<file path="src/design/fill_bus_pkg.sv">
package fill_bus_pkg;

    // ------------------------------------------------------------
    // line transfer between the cache and the backing memory
    // ------------------------------------------------------------
    localparam int LINE_W = 256;  // one whole 32-byte line per transfer

    // line number is the fetch address without its byte offset
    localparam int LINE_ADDR_W = 10;

    localparam int NUM_MEM_LINES = 2 ** LINE_ADDR_W;  // depth of the backing store

endpackage

</file>
<file path="src/design/icache_geom_pkg.sv">
package icache_geom_pkg;

    // ------------------------------------------------------------
    // fetch address split
    // ------------------------------------------------------------
    localparam int TAG_W    = 6;  // physical tag above the index
    localparam int INDEX_W  = 4;  // selects one of the cache lines
    localparam int OFFSET_W = 5;  // byte offset in a 32-byte line
    localparam int ADDR_W   = TAG_W + INDEX_W + OFFSET_W;  // 15-bit fetch address

    localparam int NUM_LINES = 2 ** INDEX_W;  // entries in each store

    // field view of the fetch address, tag in the top bits
    typedef struct packed {
        logic [TAG_W-1:0]    tag;
        logic [INDEX_W-1:0]  index;
        logic [OFFSET_W-1:0] offset;
    } fetch_fields_t;

    // ------------------------------------------------------------
    // one address word read either flat or as its fields
    // ------------------------------------------------------------
    typedef union packed {
        logic [ADDR_W-1:0] flat;    // as driven by the fetch unit
        fetch_fields_t     fields;  // as used for the lookup
    } fetch_addr_u;

endpackage

</file>
<file path="src/design/icache.sv">
module icache (
    input  logic                               clk,
    input  logic                               rst,
    input  logic                               ren,
    input  logic [icache_geom_pkg::ADDR_W-1:0] addr,
    input  logic [fill_bus_pkg::LINE_W-1:0]    ic_fill_data,
    input  logic                               ic_miss_ack,
    input  logic                               v_init,
    output logic [fill_bus_pkg::LINE_W-1:0]    r_data,
    output logic                               r_ready,
    output logic                               ic_miss,
    output logic [icache_geom_pkg::ADDR_W-1:0] ic_addr
);

    icache_geom_pkg::fetch_addr_u       fa;         // incoming fetch address
    icache_geom_pkg::fetch_addr_u       miss_addr;  // line-aligned address for the fill
    logic [icache_geom_pkg::TAG_W-1:0]  tag_in_cache;
    logic                               tag_valid;
    logic                               hit;

    assign fa.flat = addr;  // fetch unit hands over the flat word

    // ------------------------------------------------------------
    // lookup
    // ------------------------------------------------------------
    assign hit     = tag_valid && (tag_in_cache == fa.fields.tag);
    assign r_ready = ren && hit;   // line is on r_data in the same cycle
    assign ic_miss = ren && !hit;  // held until the fill lands

    // Offset is cleared so the memory sees the start of the line.
    assign miss_addr.fields.tag    = fa.fields.tag;
    assign miss_addr.fields.index  = fa.fields.index;
    assign miss_addr.fields.offset = '0;
    assign ic_addr                 = miss_addr.flat;

    // ------------------------------------------------------------
    // stores, both written by the fill acknowledge
    // ------------------------------------------------------------
    icache_tag_store u_tag_store (
        .clk       (clk),
        .rst       (rst),
        .index     (fa.fields.index),
        .wr        (ic_miss_ack),
        .wr_tag    (fa.fields.tag),
        .v_init    (v_init),
        .tag       (tag_in_cache),
        .tag_valid (tag_valid)
    );

    icache_data_store u_data_store (
        .clk       (clk),
        .index     (fa.fields.index),
        .wr        (ic_miss_ack),
        .fill_data (ic_fill_data),
        .r_data    (r_data)
    );

    // a fill that v_init does not cancel turns the held fetch into a hit
    a_fill_hits: assert property (
        @(posedge clk) disable iff (rst)
        (ic_miss_ack && !v_init) |=> (!ren || r_ready)
    ) else $error("fetch did not hit in the cycle after its fill");

    // the line memory may only answer a request that is still open
    a_ack_needs_miss: assert property (
        @(posedge clk) disable iff (rst)
        ic_miss_ack |-> ic_miss
    ) else $error("ic_miss_ack without an open miss");

endmodule

</file>
<file path="src/design/icache_data_store.sv">
module icache_data_store (
    input  logic                                clk,
    input  logic [icache_geom_pkg::INDEX_W-1:0] index,
    input  logic                                wr,
    input  logic [fill_bus_pkg::LINE_W-1:0]     fill_data,
    output logic [fill_bus_pkg::LINE_W-1:0]     r_data
);

    // ------------------------------------------------------------
    // line array
    // ------------------------------------------------------------
    logic [fill_bus_pkg::LINE_W-1:0] lines [0:icache_geom_pkg::NUM_LINES-1];

    always_ff @(posedge clk) begin
        if (wr) begin
            lines[index] <= fill_data;  // whole line replaced on fill
        end
    end

    // contents only count once the matching valid bit is set
    assign r_data = lines[index];

endmodule

</file>
<file path="src/design/icache_tag_store.sv">
module icache_tag_store (
    input  logic                                clk,
    input  logic                                rst,
    input  logic [icache_geom_pkg::INDEX_W-1:0] index,
    input  logic                                wr,
    input  logic [icache_geom_pkg::TAG_W-1:0]   wr_tag,
    input  logic                                v_init,
    output logic [icache_geom_pkg::TAG_W-1:0]   tag,
    output logic                                tag_valid
);

    logic [icache_geom_pkg::TAG_W-1:0]     tags [0:icache_geom_pkg::NUM_LINES-1];
    logic [icache_geom_pkg::NUM_LINES-1:0] valid;  // one bit per entry

    // ------------------------------------------------------------
    // tag array, written on fill
    // ------------------------------------------------------------
    always_ff @(posedge clk) begin
        if (wr) begin
            tags[index] <= wr_tag;  // tag of the line being filled
        end
    end

    // ------------------------------------------------------------
    // valid bits
    // ------------------------------------------------------------
    always_ff @(posedge clk) begin
        if (rst || v_init) begin
            valid <= '0;  // invalidate wins over a fill in the same cycle
        end else if (wr) begin
            valid[index] <= 1'b1;
        end
    end

    assign tag       = tags[index];   // asynchronous read
    assign tag_valid = valid[index];

    // once reset has run, a known index always gives a known valid bit
    a_valid_known: assert property (
        @(posedge clk) disable iff (rst)
        !$isunknown(index) |-> !$isunknown(tag_valid)
    ) else $error("tag_valid is unknown for index %0d", index);

endmodule

</file>
<file path="config.mk">
export PLATFORM = sky130hd
export DESIGN_NAME = icache
export DESIGN_NICKNAME = d
export VERILOG_FILES = /design/src/design/fill_bus_pkg.sv /design/src/design/icache_geom_pkg.sv /design/src/design/icache.sv /design/src/design/icache_data_store.sv /design/src/design/icache_tag_store.sv
export SDC_FILE = /design/constraint.sdc
export NUM_CORES = 2
export LEC_CHECK = 0
export BUFFER_PORTS_ARGS = -buffer_cell sky130_fd_sc_hd__buf_2
export CAP_MARGIN = 20
export CORE_UTILIZATION = 53
export CTS_CLUSTER_SIZE = 24
export DETAILED_ROUTE_END_ITERATION = 6
export GPL_TIMING_DRIVEN = 0
export PLACE_DENSITY_LB_ADDON = 0.25
export RECOVER_POWER = 25
export SYNTH_ARGS = -nofsm -noshare
export SYNTH_HDL_FRONTEND = slang
export SYNTH_HIERARCHICAL = 1
export SYNTH_MEMORY_MAX_BITS = 65536
export SYNTH_SLANG_ARGS = --single-unit
</file>
<file path="constraint.sdc">
create_clock -name clk -period 31.1 [get_ports clk]
set_input_delay 6.22 -clock clk [delete_from_list [all_inputs] [get_ports clk]]
set_output_delay 6.22 -clock clk [all_outputs]
set_load 0.005 [all_outputs]
</file>
# --- Word-level counts from Yosys, hierarchy flattened ---
# Memory sizes are Yosys's and may differ from the RTL's.
# Index checks and enable logic that the tools add are counted.
# W data, S select, Z words.
totals:
  ff_bits: 16
  ram_bits: 4192
  inputBits: 276
  out_inout_bits: 273
  n_memories: 2
mem_list:
  columns: ["name", "depth", "width", "rd", "rd_clocked_by_memory_dff", "wr", "line_no", "rtl"]
  rows:
  - ["u_data_store.lines", 16, 256, 1, 0, 1, "icache_data_store.sv:12", "logic [fill_bus_pkg::LINE_W-1:0] lines [0:icache_geom_pkg::NUM_LINES-1];"]
  - ["u_tag_store.tags", 16, 6, 1, 0, 1, "icache_tag_store.sv:12", "logic [icache_geom_pkg::TAG_W-1:0] tags [0:icache_geom_pkg::NUM_LINES-1];"]
op_classes:
  magnitude_cmp: 2
  eq_ne: 1
  muxes: 6
  bitwise: 1
  reduce_logical: 6
op_table:
  columns: ["operator", "count"]
  rows:
  - ["$or A16 B16 Y16", 1]
  - ["$eq A6 B6 Y1", 1]
  - ["$lt A4 B5 Y1 const B", 1]
  - ["$bmux W1 S4", 1]
  - ["$demux W1 S4", 1]
  - ["$ge A4 B1 Y1 const B", 1]
  - ["$logic_and A1 B1 Y1", 4]
  - ["$mux W1", 4]
  - ["$logic_not A1 Y1", 1]
  - ["$logic_or A1 B1 Y1", 1]

# --- Logic depth before layout (Yosys ltp) ---
logic_depth:
  depth_word: 5
  ltp_mapped: 8
  mapped_depth_nobuf: 6

# --- Modules after synthesis ---
# The synthesis kept the hierarchy.
modules_own_cells:
  columns: ["module", "instances", "cells_each", "area_each_um2", "seq_area_each_um2"]
  rows:
  - ["icache_data_store", 1, 6260, 152741.5, 122998.0]
  - ["icache_tag_store", 1, 217, 4357.9, 3203.1]
  - ["icache", 1, 26, 202.7, 0.0]

# --- Least setup slack after synthesis ---
# Ideal clock, no wire load.
synth_timing:
  kind: "input -> register"
  start: "input port addr[5] (netlist name)"
  end: "memory u_data_store/lines[0][0] (netlist name), enable pin"
  arrival_ns: 24.154
  setup_slack_ns: 5.760
  stages: 5
  n_path_buf: 4
  cell_sequence: "buf_2 > buf_6 > buf_6 > buf_2 > nor3_1"
synth_lines:
  columns: ["element", "line_no", "rtl"]
  rows:
  - ["from (decl)", "icache.sv:5", "input logic [icache_geom_pkg::ADDR_W-1:0] addr,"]
  - ["to (decl)", "icache_data_store.sv:12", null]
# No word-level cell before the write port.

# --- Final worst setup path ---
layout_timing:
  start: "input port addr[6] (netlist name)"
  end: "output port r_data[100] (netlist name)"
layout_via:
  elab_chain_len: 1
layout_rtl:
  columns: ["element", "line_no", "rtl"]
  rows:
  - ["$mem_v2 Z16 W256", null, null]
  - ["to (decl)", "icache.sv:9", "output logic [fill_bus_pkg::LINE_W-1:0] r_data,"]
# Every way passes these cells.

==> flow_summary.ini <==
[placement]
dp_hpwl_um = 254000
gp_congestion = 0.792
dpl_cell_area_mm2 = 0.170
portBuffers = 537

[hold_path]
hold_path_class = register to register

[clock_tree]
ctsResizeCount = 0
clock_sinks = 4208
htree_levels = 5
cts_setup_buffers = 0
cts_tree = done
cts-hold-fix-buffers = 0
cts_buffers = 416
cts_root_buf = clkbuf_16
clk_pin_slew_ps = 60
clockBufferDepth = 4
clk_latency_ps = 950

[sta]
hold_viol = 0
finClkSkew_ps = 0
relSlewSlack_pct = 20.4
fmaxAchievable_mhz = 63.7
min_period_over_period_pct = 50.5
slew_violations = 0
period_needed_ps = 15700
fin_setup_tns_ps = 0
setup_viol = 0
rsz0062_at_grt = no
worst_pin_slew_ps = 1190

[critical_path]
r2r-end = u_tag_store/valid[11]
cp-endpoint = r_data[100]
crit_family = buffers and inverters
crit_chain = buf_2 > buf_2 > buf_4 > buf_2 > buf_1 > mux4_2 > a22oi_1 > nand2_1 > buf_2
crit_buf_inv = 6
path_depth = 9
cp_slowest_cell = buf_1
crit_arrival_ps = 9480
cp_data_required_time_ps = 24880
end_kind = output port
worst-r2r-cell-count = 1
cp-start-kind = primary input
critPathKind = primary input to output port
rrSetupSlack_ps = 30480
crit-reg2reg-launch = u_tag_store/valid[11]
critical-path-max-stage-delay_ps = 870
crit_start = addr[6]
crit_fanout = 10
crit_top_cell = buf_2

[layout]
fillers = 19600
fin_util_pct = 62.3
drive_above_1_share_pct = 30.1
nNetsFinal = 8051
fin_area_mm2 = 0.183
syn2layout_area_growth_pct = 16.6

[synthesis]
synthCells = 6503
syn_area_mm2 = 0.157
synth_seq_cells = 4208
synth_cell_type_count = 30
avgSynthCellArea_um2 = 24.2
ys_warn_count = 6
synth_seq_area_share_pct = 80.2

[detailed_routing]
finalWirelength_um = 393000
dr.pass1.iters = 6
drt_iter0_drc = 8830
vias = 76100
vias_per_cell = 6.30
wl_per_cell_um = 32.5
antenna_left = 0
route.detailed.drc = 0

[grt]
grt_pass1_wl_um = 559000
grt_pass1_vias = 77600
grt_max_degree = 28
antenna_found_initial = 108
grt-ovfl-total = 0
track_usage_pct = 26.3

[power]
vdd_drop_max_v = 0.0000683
total_power_uw = 11900
p_leak_uw = 0.0586
p_per_area_mw_per_mm2 = 65.1

[floorplan]
die_area_mm2 = 0.299
core.rowCount = 199
ios = 549
die_width_um = 547
coreArea_mm2 = 0.295
start_util_pct = 53.4
fp.dieH_um = 547

[status]
status = completed

[flow_run]
drv_cap = 0
## worst min path at each step
stage	startpoint	slack, ps	cells past startpoint	end
after floorplan	u_tag_store/valid[1]	430	1	u_tag_store/valid[1]
after global placement	u_tag_store/valid[5]	440	1	u_tag_store/valid[5]
after detailed placement	u_tag_store/valid[4]	450	1	u_tag_store/valid[4]
after CTS	u_tag_store/valid[4]	460	1	u_tag_store/valid[4]
after global routing	u_tag_store/valid[4]	470	1	u_tag_store/valid[4]
final	u_tag_store/valid[4]	460	1	u_tag_store/valid[4]
## kinds of logic (layout without fill, tap and decap cells)
family / after synthesis / after routing / synth area share, %
flops: 4208 / 4208 / 80.2
xor+xnor: 6 / 6 / 0.0334
other cells: 1 / 39 / 0.00238
mux: 1052 / 1052 / 15.1
buf+inv: 372 / 1988 / 1.24
simple gates: 321 / 321 / 0.817
compound gates: 543 / 543 / 2.59
## layout by cell type, fill, tap and decap left out, drive strengths merged, types with 16 or more instances in the layout
master	n
nand2	266
bufinv	36
a22oi	526
dfxtp	16
clkinv	187
o21a	16
edfxtp	4192
nor2	27
buf	841
diode	34
mux4	1052
clkbuf	904
## power by group
part	leakage [uW]	internal [uW]	total [uW]	switching, uW
clock	0.00646	2810	4900	2090
sequential	0.0380	6360	6380	24.7
combinational	0.0141	254	656	402
total	0.0586	9410	11900	2520
## state kept, by name, summed over array words and instances (netlist names)
name,cells
u_data_store/lines,4096
u_tag_store/valid,16
u_tag_store/tags,96
## synthesized netlist by cell type, drive strengths merged
cell type / instances / share of area (%)
nand3b: 4 / 0.019
nor3: 8 / 0.025
buf: 174 / 0.76
mux4: 1052 / 15
nand2: 266 / 0.63
or3b: 2 / 0.013
nand2b: 4 / 0.016
edfxtp: 4192 / 80
nand3: 2 / 0.0064
nand4: 1 / 0.0040
a22oi: 526 / 2.5
nor4b: 1 / 0.0095
and2: 2 / 0.0080
conb: 1 / 0.0024
o21a: 16 / 0.076
o31a: 1 / 0.0056
nor2: 27 / 0.064
xor2: 1 / 0.0056
and2b: 1 / 0.0048
xnor2: 5 / 0.028
clkbuf: 198 / 0.47
dfxtp: 16 / 0.20
nor2b: 3 / 0.012
## per-stage QoR
step	cells	hold WS [ps]	setup WS (ps)
after floorplan	6507	432	5760
after global placement	11000	439	-17340
after detailed placement	11300	449	15350
after CTS	12000	462	15330
after global routing	12100	474	15330
final	12100	461	15400
## layout make-up
cell class / count / area (um2) / area share [%]
Timing Repair Buffer: 850 / 7710 / 4.20
Clock inverter: 243 / 2240 / 1.22
Multi-Input combinational cell: 1927 / 29300 / 16.0
Sequential cell: 4208 / 126000 / 68.8
Buffer: 372 / 1970 / 1.07
Tap cell: 3919 / 4900 / 2.67
Clock buffer: 523 / 11000 / 6.01
Antenna cell: 34 / 85.1 / 0.0464
## per-layer routing
layer | global-route usage, % | routed length, um | vias up
li1 | - | - | 30800
met1 | 35.2 | 149000 | 40900
met2 | 42.4 | 193000 | 3574
met3 | 6.13 | 36100 | 728
met4 | 9.77 | 14600 | 94
met5 | 0 | 620 | -
Note: power is estimated with default switching activity, not from simulation.
